### src/source/perf_defines.svh
`ifndef PERF_DEFINES_SVH
`define PERF_DEFINES_SVH

// AXI memory port widths
`define PERF_ADDR_W 20
`define PERF_DATA_W 16
`define PERF_ID_W 4

// register port and stat counter widths
`define PERF_CNT_W 32
`define PERF_REG_A_W 8

// --------------------
// register map
// --------------------
`define PERF_REG_START 8'd0
`define PERF_REG_IDLE 8'd1
`define PERF_REG_CLEAR 8'd2
`define PERF_REG_BASE 8'd3
`define PERF_REG_STRIDE 8'd4
`define PERF_REG_BEATS 8'd5
`define PERF_REG_NUM 8'd6
`define PERF_REG_ID 8'd7
`define PERF_REG_AW_CNT 8'd8
`define PERF_REG_W_CNT 8'd9
`define PERF_REG_B_CNT 8'd10
`define PERF_REG_ERR_CNT 8'd11
`define PERF_REG_CYCLES 8'd12

`endif
### src/source/perf_pkg.sv
`include "perf_defines.svh"

package perf_pkg;

  // run setup as written through the register port
  typedef struct packed {
    logic [`PERF_ADDR_W-1:0] base;
    logic [`PERF_ADDR_W-1:0] stride;
    logic [7:0]              beats;
    logic [15:0]             num;
    logic [`PERF_ID_W-1:0]   id;
  } run_cfg_t;

  typedef struct packed {
    logic [`PERF_ADDR_W-1:0] awaddr;
    logic [`PERF_ID_W-1:0]   awid;
    logic [7:0]              awlen;
    logic [2:0]              awsize;
    logic [1:0]              awburst;
  } aw_beat_t;

  typedef struct packed {
    logic [`PERF_DATA_W-1:0]   wdata;
    logic [`PERF_DATA_W/8-1:0] wstrb;
    logic                      wlast;
  } w_beat_t;

  typedef struct packed {
    logic [`PERF_ID_W-1:0] bid;
    logic [1:0]            bresp;
  } b_resp_t;

  typedef struct packed {
    logic [`PERF_CNT_W-1:0] aw;
    logic [`PERF_CNT_W-1:0] w;
    logic [`PERF_CNT_W-1:0] b;
    logic [`PERF_CNT_W-1:0] err;
    logic [`PERF_CNT_W-1:0] cycles;
  } perf_counts_t;

endpackage

### src/source/axi_perf_top.sv
`timescale 1ns/10ps

`include "perf_defines.svh"

module axi_perf_top (
  input  logic                     clk,
  input  logic                     rst_n,

  input  logic                     reg_wr,
  input  logic                     reg_rd,
  input  logic [`PERF_REG_A_W-1:0] reg_addr,
  input  logic [`PERF_CNT_W-1:0]   reg_wdata,
  output logic [`PERF_CNT_W-1:0]   reg_rdata,
  output logic                     reg_rvalid,

  output logic                     aw_valid,
  output perf_pkg::aw_beat_t       aw,
  input  logic                     aw_ready,
  output logic                     w_valid,
  output perf_pkg::w_beat_t        w,
  input  logic                     w_ready,
  input  logic                     b_valid,
  input  perf_pkg::b_resp_t        b,
  output logic                     b_ready
);

  import perf_pkg::*;

  run_cfg_t     cfg;
  perf_counts_t counts;
  aw_beat_t     aw_next;
  w_beat_t      w_next;
  logic         start_req;
  logic         clear;
  logic         run_go;
  logic         run_done;
  logic         running;
  logic         aw_load;
  logic         aw_free;
  logic         w_load;
  logic         w_free;

  perf_regs regs0 (
    .clk       (clk),
    .rst_n     (rst_n),
    .reg_wr    (reg_wr),
    .reg_rd    (reg_rd),
    .reg_addr  (reg_addr),
    .reg_wdata (reg_wdata),
    .reg_rdata (reg_rdata),
    .reg_rvalid(reg_rvalid),
    .running   (running),
    .counts    (counts),
    .cfg       (cfg),
    .start_req (start_req),
    .clear     (clear)
  );

  perf_ctrl_fsm ctrl0 (
    .clk      (clk),
    .rst_n    (rst_n),
    .start_req(start_req),
    .run_done (run_done),
    .run_go   (run_go),
    .running  (running)
  );

  burst_counter cnt0 (
    .clk     (clk),
    .rst_n   (rst_n),
    .cfg     (cfg),
    .run_go  (run_go),
    .run_done(run_done),
    .aw_load (aw_load),
    .aw_next (aw_next),
    .aw_free (aw_free),
    .w_load  (w_load),
    .w_next  (w_next),
    .w_free  (w_free),
    .b_valid (b_valid),
    .b_ready (b_ready)
  );

  // --------------------
  // channel registers
  // --------------------
  chan_reg #(.payload_t(aw_beat_t)) aw_reg0 (
    .clk      (clk),
    .rst_n    (rst_n),
    .in_valid (aw_load),
    .in_data  (aw_next),
    .in_ready (aw_free),
    .out_valid(aw_valid),
    .out_data (aw),
    .out_ready(aw_ready)
  );

  chan_reg #(.payload_t(w_beat_t)) w_reg0 (
    .clk      (clk),
    .rst_n    (rst_n),
    .in_valid (w_load),
    .in_data  (w_next),
    .in_ready (w_free),
    .out_valid(w_valid),
    .out_data (w),
    .out_ready(w_ready)
  );

  perf_stats stats0 (
    .clk    (clk),
    .rst_n  (rst_n),
    .clear  (clear),
    .running(running),
    .aw_fire(aw_valid && aw_ready),
    .w_fire (w_valid && w_ready),
    .b_fire (b_valid && b_ready),
    .b_err  (b.bresp != 2'b00),
    .counts (counts)
  );

endmodule

### src/source/perf_regs.sv
`timescale 1ns/10ps

`include "perf_defines.svh"

module perf_regs (
  input  logic                    clk,
  input  logic                    rst_n,

  input  logic                    reg_wr,
  input  logic                    reg_rd,
  input  logic [`PERF_REG_A_W-1:0] reg_addr,
  input  logic [`PERF_CNT_W-1:0]  reg_wdata,
  output logic [`PERF_CNT_W-1:0]  reg_rdata,
  output logic                    reg_rvalid,

  input  logic                    running,
  input  perf_pkg::perf_counts_t  counts,

  output perf_pkg::run_cfg_t      cfg,
  output logic                    start_req,
  output logic                    clear
);

  logic [`PERF_CNT_W-1:0] rd_mux;

  // --------------------
  // write side
  // --------------------
  always_ff @(posedge clk) begin
    if (!rst_n) begin
      cfg        <= '0;
      start_req  <= 1'b0;
      clear      <= 1'b0;
      reg_rvalid <= 1'b0;
    end else begin
      // command strobes are dropped while a run is active
      start_req  <= reg_wr && (reg_addr == `PERF_REG_START) && !running;
      clear      <= reg_wr && (reg_addr == `PERF_REG_CLEAR) && !running;
      reg_rvalid <= reg_rd;
      if (reg_wr) begin
        case (reg_addr)
          `PERF_REG_BASE:   cfg.base   <= reg_wdata[`PERF_ADDR_W-1:0];
          `PERF_REG_STRIDE: cfg.stride <= reg_wdata[`PERF_ADDR_W-1:0];
          `PERF_REG_BEATS:  cfg.beats  <= reg_wdata[7:0];
          `PERF_REG_NUM:    cfg.num    <= reg_wdata[15:0];
          `PERF_REG_ID:     cfg.id     <= reg_wdata[`PERF_ID_W-1:0];
          default: ;
        endcase
      end
    end
  end

  // --------------------
  // read side
  // --------------------
  always_comb begin
    case (reg_addr)
      `PERF_REG_IDLE:    rd_mux = `PERF_CNT_W'(!running);
      `PERF_REG_BASE:    rd_mux = `PERF_CNT_W'(cfg.base);
      `PERF_REG_STRIDE:  rd_mux = `PERF_CNT_W'(cfg.stride);
      `PERF_REG_BEATS:   rd_mux = `PERF_CNT_W'(cfg.beats);
      `PERF_REG_NUM:     rd_mux = `PERF_CNT_W'(cfg.num);
      `PERF_REG_ID:      rd_mux = `PERF_CNT_W'(cfg.id);
      `PERF_REG_AW_CNT:  rd_mux = counts.aw;
      `PERF_REG_W_CNT:   rd_mux = counts.w;
      `PERF_REG_B_CNT:   rd_mux = counts.b;
      `PERF_REG_ERR_CNT: rd_mux = counts.err;
      `PERF_REG_CYCLES:  rd_mux = counts.cycles;
      // start, clear and holes read as zero
      default:           rd_mux = '0;
    endcase
  end

  always_ff @(posedge clk) begin
    if (reg_rd) begin
      reg_rdata <= rd_mux;
    end
  end

endmodule

### src/source/perf_stats.sv
`timescale 1ns/10ps

`include "perf_defines.svh"

module perf_stats (
  input  logic                   clk,
  input  logic                   rst_n,

  input  logic                   clear,
  input  logic                   running,

  input  logic                   aw_fire,
  input  logic                   w_fire,
  input  logic                   b_fire,
  input  logic                   b_err,

  output perf_pkg::perf_counts_t counts
);

  localparam logic [`PERF_CNT_W-1:0] ONE = `PERF_CNT_W'(1);

  always_ff @(posedge clk) begin
    if (!rst_n) begin
      counts <= '0;
    end else if (clear) begin
      counts <= '0;
    end else begin
      if (aw_fire) begin
        counts.aw <= counts.aw + ONE;
      end
      if (w_fire) begin
        counts.w <= counts.w + ONE;
      end
      if (b_fire) begin
        counts.b <= counts.b + ONE;
      end
      // error counted only on an accepted response
      if (b_fire && b_err) begin
        counts.err <= counts.err + ONE;
      end
      if (running) begin
        counts.cycles <= counts.cycles + ONE;
      end
    end
  end

endmodule

### src/source/perf_ctrl_fsm.sv
`timescale 1ns/10ps

module perf_ctrl_fsm (
  input  logic clk,
  input  logic rst_n,

  input  logic start_req,
  input  logic run_done,

  output logic run_go,
  output logic running
);

  typedef enum logic {
    IDLE,
    RUNNING
  } state_t;

  state_t state;

  assign running = (state == RUNNING);

  always_ff @(posedge clk) begin
    if (!rst_n) begin
      state  <= IDLE;
      run_go <= 1'b0;
    end else begin
      run_go <= 1'b0;
      case (state)
        IDLE: begin
          if (start_req) begin
            // launch pulse lines up with the busy level
            run_go <= 1'b1;
            state  <= RUNNING;
          end
        end
        RUNNING: begin
          if (run_done) begin
            state <= IDLE;
          end
        end
        default: state <= IDLE;
      endcase
    end
  end

endmodule

### src/source/burst_counter.sv
`timescale 1ns/10ps

`include "perf_defines.svh"

module burst_counter (
  input  logic               clk,
  input  logic               rst_n,

  input  perf_pkg::run_cfg_t cfg,
  input  logic               run_go,
  output logic               run_done,

  output logic               aw_load,
  output perf_pkg::aw_beat_t aw_next,
  input  logic               aw_free,

  output logic               w_load,
  output perf_pkg::w_beat_t  w_next,
  input  logic               w_free,

  input  logic               b_valid,
  output logic               b_ready
);

  typedef enum logic [1:0] {
    S_IDLE,
    S_AW,
    S_W,
    S_B
  } state_t;

  state_t                  state;
  logic [15:0]             burst_idx;
  logic [7:0]              beat_idx;
  logic [`PERF_ADDR_W-1:0] addr;
  logic                    cfg_empty;
  logic                    last_beat;
  logic                    last_burst;

  assign cfg_empty  = (cfg.beats == 8'd0) || (cfg.num == 16'd0);
  assign last_beat  = (beat_idx == cfg.beats - 8'd1);
  assign last_burst = (burst_idx == cfg.num - 16'd1);

  assign aw_load = (state == S_AW);
  assign w_load  = (state == S_W);
  assign b_ready = (state == S_B);

  // empty setup ends at once, otherwise on the final response
  assign run_done = (state == S_IDLE && run_go && cfg_empty) ||
                    (state == S_B && b_valid && last_burst);

  // --------------------
  // payload build
  // --------------------
  always_comb begin
    aw_next.awaddr  = addr;
    aw_next.awid    = cfg.id;
    aw_next.awlen   = cfg.beats - 8'd1;
    aw_next.awsize  = 3'($clog2(`PERF_DATA_W / 8));
    aw_next.awburst = 2'b01;

    // burst number high byte, beat number low byte
    w_next.wdata = `PERF_DATA_W'({burst_idx[7:0], beat_idx});
    w_next.wstrb = '1;
    w_next.wlast = last_beat;
  end

  always_ff @(posedge clk) begin
    if (!rst_n) begin
      state     <= S_IDLE;
      burst_idx <= '0;
      beat_idx  <= '0;
      addr      <= '0;
    end else begin
      case (state)
        S_IDLE: begin
          if (run_go && !cfg_empty) begin
            addr      <= cfg.base;
            burst_idx <= '0;
            beat_idx  <= '0;
            state     <= S_AW;
          end
        end
        S_AW: begin
          if (aw_free) begin
            state <= S_W;
          end
        end
        S_W: begin
          if (w_free) begin
            beat_idx <= beat_idx + 8'd1;
            if (last_beat) begin
              beat_idx <= '0;
              state    <= S_B;
            end
          end
        end
        S_B: begin
          if (b_valid) begin
            if (last_burst) begin
              state <= S_IDLE;
            end else begin
              burst_idx <= burst_idx + 16'd1;
              addr      <= addr + cfg.stride;
              state     <= S_AW;
            end
          end
        end
        default: state <= S_IDLE;
      endcase
    end
  end

endmodule

### src/source/chan_reg.sv
`timescale 1ns/10ps

module chan_reg #(
  parameter type payload_t = logic
) (
  input  logic     clk,
  input  logic     rst_n,

  input  logic     in_valid,
  input  payload_t in_data,
  output logic     in_ready,

  output logic     out_valid,
  output payload_t out_data,
  input  logic     out_ready
);

  // free when empty or when the held beat leaves this cycle
  assign in_ready = !out_valid || out_ready;

  always_ff @(posedge clk) begin
    if (!rst_n) begin
      out_valid <= 1'b0;
    end else if (in_ready) begin
      out_valid <= in_valid;
    end
  end

  // payload only moves on a load, so it holds under back-pressure
  always_ff @(posedge clk) begin
    if (in_valid && in_ready) begin
      out_data <= in_data;
    end
  end

endmodule

### config.mk
export PLATFORM = sky130hd
export DESIGN_NAME = axi_perf_top
export DESIGN_NICKNAME = d
export VERILOG_FILES = /design/src/source/perf_pkg.sv /design/src/source/axi_perf_top.sv /design/src/source/perf_regs.sv /design/src/source/perf_stats.sv /design/src/source/perf_ctrl_fsm.sv /design/src/source/burst_counter.sv /design/src/source/chan_reg.sv
export VERILOG_INCLUDE_DIRS = /design/src /design/src/source
export SDC_FILE = /design/constraint.sdc
export NUM_CORES = 1
export LEC_CHECK = 0
export ABC_AREA = 1
export ABC_CLOCK_PERIOD_IN_PS = 2900
export BUFFER_PORTS_ARGS = -buffer_cell sky130_fd_sc_hd__buf_2
export CAP_MARGIN = 10
export CORE_MARGIN = 2
export CORE_UTILIZATION = 45
export DETAILED_ROUTE_END_ITERATION = 8
export GPL_ROUTABILITY_DRIVEN = 0
export SYNTH_ARGS = -nofsm -noshare
export SYNTH_HDL_FRONTEND = slang
export SYNTH_HIERARCHICAL = 1
export SYNTH_SLANG_ARGS = --single-unit
### constraint.sdc
create_clock -name clk -period 2.9 [get_ports clk]
set_clock_uncertainty 0.05 [all_clocks]
set_input_delay 0.435 -clock clk [delete_from_list [all_inputs] [get_ports clk]]
set_output_delay 0.435 -clock clk [all_outputs]
set_load 0.02 [all_outputs]
Yosys cells after proc, flatten, opt, wreduce, memory -nomap -nowiden --
Cells that the tools add are included.
Cells by class: equal/unequal tests 23, divide/modulo/power cells 0, shift operators 0, add/subtract/negate cells 10, multiplexer cells 23, bitwise operators 2, magnitude comparators 0, reductions and logical operators 39, multipliers 0
Operators with widths (count):
- one-hot mux 32 bit (11 select lines) | 1
- adder 32 x 1 -> 32 bit (second input constant) | 5
- two-way mux 20 bit | 3
- two-way mux 16 bit | 3
- == test 8 x 4 -> 1 bit (second input constant) | 5
- one-hot mux 20 bit (2 select lines) | 1
- == test 8 x 3 -> 1 bit (second input constant) | 4
- one-hot mux 16 bit (2 select lines) | 1
- two-way mux 8 bit | 3
- adder 20 bit | 1
- adder 16 x 1 -> 16 bit (second input constant) | 1
- == test 16 bit | 1
- == test 8 x 2 -> 1 bit (second input constant) | 2
- logical NOT 16 bit | 1
- logical NOT 8 bit | 2
- one-hot mux 8 bit (2 select lines) | 1
- subtractor 16 x 1 -> 16 bit (second input constant) | 1
- logical AND 1 bit | 14
- != test 2 bit (second input constant) | 6
- two-way mux 2 bit | 5
- AND reduction 2 bit | 5
- adder 8 x 1 -> 8 bit (second input constant) | 1
- == test 8 x 1 -> 1 bit (second input constant) | 1
- == test 8 bit | 1
- other kinds (15) | 28
Storage, ports and cells: bits in latches 0, memories 0, memory bits (writable) 0, bits in read-only memories 0, flip-flop bits (word level) 362

Logic depth before layout (Yosys ltp) --
word-level depth 6, gate-level depth with buffers 16, depth with buffers taken out 16

Modules after synthesis --
The synthesis kept the hierarchy.
Modules (own cells, without submodules):
- perf_stats | sequential area each 3203.1 µm², cells each 1301, times used 1, area an instance 8474.4 µm²
- perf_regs | sequential area each 2382.3 µm², cells each 852, times used 1, area an instance 5795.6 µm²
- burst_counter | sequential area each 920.9 µm², cells each 827, times used 1, area an instance 4839.6 µm²
- chan_reg at aw_reg0 | sequential area each 1131.1 µm², cells each 44, times used 1, area an instance 1162.4 µm²
- chan_reg at w_reg0 | sequential area each 590.6 µm², cells each 26, times used 1, area an instance 621.8 µm²
- perf_ctrl_fsm | sequential area each 40.0 µm², cells each 8, times used 1, area an instance 70.1 µm²
- axi_perf_top | sequential area each 0.0 µm², cells each 9, times used 1, area an instance 33.8 µm²

Worst setup path after synthesis --
OpenSTA, ideal clock, no wires.
path type reg2reg, from reg cnt0.state[1], to reg, netlist name aw_reg0/out_data[0], data required time 2.406 ns, arrival time 2.446 ns, buffers on the path 0, stages on the path, launching flop included 5, setup slack -0.039 ns, clock period less this slack 2.939 ns, cell sequence dfxtp_1 inv_1 ha_1 inv_1 a21oi_1
RTL lines:
- start: declaration | RTL line burst_counter.sv:32 | state_t state;
- start signal: assignment | RTL line burst_counter.sv:70 | state <= S_IDLE;
- start signal: assignment | RTL line burst_counter.sv:81 | state <= S_AW;
- start signal: assignment | RTL line burst_counter.sv:86 | state <= S_W;

Worst setup path in the final report --
from reg, netlist name regs0/cfg[4], to reg ctrl0.state, in the netlist ctrl0/running
Between the ends: word-level cells in the longest chain between the ends 6, elaborated cells on any way between the ends 9, classes of those cells add/sub (1); eq/ne (1); mux (2); reduce/logical (5)
Ends and longest elaborated chain:
- subtractor 16 x 1 -> 16 bit / logical NOT 16 bit (equally long branches) | RTL line burst_counter.sv:42, burst_counter.sv:40
- == test 16 bit / logical OR 1 bit (equally long branches) | RTL line burst_counter.sv:42, burst_counter.sv:40
- logical AND 1 bit, on equally long branches | RTL line burst_counter.sv:50, burst_counter.sv:49
- logical OR 1 bit (*) | RTL line burst_counter.sv:49 | assign run_done = (state == S_IDLE && run_go && cfg_empty) ||
- named net run_done | RTL line axi_perf_top.sv:36 | logic run_done;
- two-way mux 1 bit (*) | RTL line perf_ctrl_fsm.sv:38 | if (run_done) begin
- one-hot mux 1 bit (2 select lines) (*) | RTL line perf_ctrl_fsm.sv:29 | case (state)
- end signal: assignment | RTL line perf_ctrl_fsm.sv:34 | state <= RUNNING;
- end signal: assignment | RTL line perf_ctrl_fsm.sv:39 | state <= IDLE;
- end signal: assignment | RTL line perf_ctrl_fsm.sv:42 | default: state <= IDLE;
- end: declaration | RTL line perf_ctrl_fsm.sv:19 | state_t state;
Mark *: on every way through the listed nets, which the timed path passes. The rest lies on a longest branch. A chain may end at the register's enable or synchronous reset.

==> flow_metrics.py <==
metrics = {
    "pwr": {
        "power_frac_comb_pct": 12.4,
        "ir_drop_mv": 0.557,
        "p_int_uw": 9310,
        "p_leak_uw": 0.00982,
        "p_seq_share_pct": 44.7,
        "p_switching_uw": 3510,
        "clkPwrFrac_pct": 42.9,
        "switching_share_pct": 27.4,
        "p_per_area_mw_per_mm2": 544,
    },
    "timing": {
        "setup_slack_ps": 392,
        "slew_violations": 0,
        "timing_worst_slew_pin_value_ps": 951,
        "min_period_ps": 2510,
        "min_period_over_period_pct": 86.5,
        "final.setup.tns_ps": 0,
        "clock.fmax_mhz": 399,
        "final_hold_viol_count": 0,
        "rsz0062_at_grt": "no",
        "final-setup-viol-count": 0,
        "slew_headroom_pct": 36.6,
    },
    "final_layout": {
        "area_growth_pct": 12.2,
        "layout_commonest_cell": "nand2_1",
        "diodes": 0,
        "mostFrequentLayoutCells": "714 x nand2_1, 486 x nor2_1, 360 x nand3_1",
        "finalNetCount": 3254,
        "drive_gt1_share_pct": 10.7,
    },
    "die": {
        "die_height_um": 220,
        "ios": 145,
        "die_w_um": 220,
        "rows": 79,
        "start_util_pct": 45.4,
        "core_area_mm2": 0.0463,
        "die_area_mm2": 0.0484,
    },
    "worst_setup_path": {
        "cp-startpoint": "regs0/cfg[4]$_SDFFE_PN0P_",
        "crit_chain": "inv_1 > ha_1 > xnor2_1 > nor2_1 > nor2_1 > nand2_1 > nor2_1 > nand3_1 > nor2_2 > nand3_2 > buf_4 > o21ai_0 > inv_1 > nand3_1 > nand2_1",
        "rrSetupSlack_ps": 390,
        "crit_path_top_delay_cell": "dfxtp_1",
        "critPathMaxFanout": 21,
        "critPathLaunchType": "flip-flop",
        "path_class": "reg -> reg",
        "endpoint_kind": "flip-flop",
        "required_ps": 3330,
        "r2r-start": "regs0/cfg[4]$_SDFFE_PN0P_",
        "slowest_delay_ps": 420,
        "critical_path_arrival_ps": 2940,
        "cpMostUsedCell": "nor2_1",
    },
    "clock_tree": {
        "clk_path_buf_depth": 3,
        "cts_repair_resize_count": 0,
        "cts_tree": "done",
        "insertion_delay_ps": 590,
        "h-tree-depth": 2,
        "cts.sinks": 369,
        "postCtsHoldBufs": 0,
        "cts-root-buf": "clkbuf_16",
        "cts_setup_buffers": 0,
        "cts_buffers": 43,
        "clk_pin_slew_ps": 60,
    },
    "job": {
        "maxCapViolCount": 0,
    },
    "global_route": {
        "grt_pass1_wl_mm": 102,
        "grt_start_max_net_pins": 98,
        "grt_pass1_vias": 18774,
        "track_usage_pct": 26.8,
        "antenna_found_initial": 0,
        "grt_overflow_total": 0,
    },
    "placed_design": {
        "io_buffers": 128,
        "pre_cts_ws_ps": 422,
        "dp_hpwl_mm": 48.8,
    },
    "routing": {
        "drtIter0Drc": 1850,
        "drc": 0,
        "num_vias": 20311,
        "vias_per_cell": 5.33,
        "wl_mm": 65.2,
        "wl_per_cell_um": 17.1,
        "ant_nets": 0,
        "first_pass_iters": 6,
    },
    "yosys": {
        "synth_cells": 3067,
        "synth_cell_types": 53,
        "synth_area_mm2": 0.0210,
        "yosysTopAreaCell": "dfxtp_1",
        "ys.flop_type": "dfxtp_1",
        "synth_area_leaders": "dfxtp_1 27%, nand2_1 13%, edfxtp_1 13%",
        "yosysSeqAreaShare_pct": 39.4,
        "yosysWarningCount": 6,
        "avgSynthCellArea_um2": 6.85,
        "ys_ff_latch": 369,
        "yosysTopAreaCellShare_pct": 26.8,
        "async_reset_ff_share_pct": 0,
        "synth_edf_count": 88,
    },
    "status": {
        "status": "finished clean",
    },
    "worst_hold_path": {
        "min_path_type": "in -> reg",
        "hold_start": "reg_wdata[1]",
    },
}
power by group through the flow:
stage | clock network (µW) | registers [µW] | logic (µW)
floorplan | 0 | 6100 | 798
global placement | 0 | 5830 | 1560
detailed placement | 0 | 5840 | 1590
CTS | 5610 | 5730 | 1590
global route | 5810 | 5760 | 1740
finish | 5500 | 5730 | 1590
critical path: cells and delay by family, from the launching register on:
kind	cells	cell delay, ps
XOR/XNOR	1	230
flip-flops	1	420
adder cells (fa/ha/maj)	1	280
AO/OA/AOI/OAI	1	190
AND/OR/NAND/NOR	9	780
buffers and inverters	3	450
through the flow:
stage          area [µm²]  total power, µW  instances  hold slack (ps)  util [%]
2_1_floorplan       21000             6890       3072              377         -
3_3_place_gp        22200             7390       3729              393      47.9
3_5_place_dp        22200             7430       3729              400      47.9
4_1_cts             23600            12900       3809             85.7      50.9
5_1_grt             23600            13300       3809              114      50.9
6_report            23600            12800       3809              122      50.9
worst paths after layout:
path | endpoint | depth (start not counted)
max reg2reg | ctrl0/running$_SDFF_PN0_ | 15
min | regs0/cfg[21]$_SDFFE_PN0P_ | 3
max | ctrl0/running$_SDFF_PN0_ | 15
min reg2reg | ctrl0/run_go$_SDFF_PP0_ | 2
per-layer routing:
layer  global-route usage (%)  vias up  wire [µm]
li1                         -    10136          -
met4                     12.8        0       3370
met5                        0        -          0
met2                     43.2      654      28800
met1                     35.4     9373      29200
met3                     3.73      148       3870
cells in the mapped netlist, types with 3 or more instances:
| library cell | number |
|---|---|
| a21oi_1 | 125 |
| inv_1 | 321 |
| edfxtp_1 | 88 |
| a31oi_1 | 5 |
| nand2_2 | 16 |
| clkbuf_1 | 39 |
| nand3_1 | 360 |
| and3_1 | 5 |
| dfxtp_1 | 281 |
| nand2_1 | 714 |
| buf_6 | 5 |
| ha_1 | 33 |
| buf_2 | 36 |
| nor3_1 | 85 |
| nand3_2 | 8 |
| nor3b_1 | 4 |
| nand4_1 | 72 |
| xnor2_1 | 17 |
| o21ai_1 | 7 |
| inv_2 | 15 |
| nor2_1 | 490 |
| nor2_4 | 16 |
| nand3b_1 | 14 |
| xor2_1 | 46 |
| buf_4 | 38 |
| o21a_1 | 11 |
| o21ai_0 | 134 |
| a21boi_1 | 8 |
| o21bai_1 | 6 |
| o211ai_1 | 3 |
| nor2_2 | 29 |
| nor3_2 | 5 |
flip-flops by register name, indices dropped and copies added (netlist names), 2 cells and up:
name,flops
w_reg0/out_data,19
cnt0/beat_idx,8
cnt0/state,2
regs0/reg_rdata,32
stats0/counts,160
aw_reg0/out_data,37
regs0/cfg,68
cnt0/addr,20
cnt0/burst_idx,16
layout make-up:
class                           count  area, µm²
Clock buffer                       59       1200
Clock inverter                     21        220
Fill cell                        4640      22700
Inverter                          337       1260
Multi-Input combinational cell   2247      10800
Sequential cell                   369       8270
Tap cell                          607        759
Timing Repair Buffer              169       1010
cell families after synthesis:
| family | Yosys count | share of synthesized area (%) |
|---|---|---|
| adders and majority gates | 34 | 2.06 |
| DFF | 369 | 39.4 |
| other | 2 | 0.0358 |
| buffers and inverters | 456 | 9.22 |
| and+or+nand+nor | 1832 | 38.7 |
| AOI/OAI and AO/OA | 311 | 7.97 |
| xor gates and xnor gates | 63 | 2.63 |
Note: power is estimated with default switching activity, not from simulation.
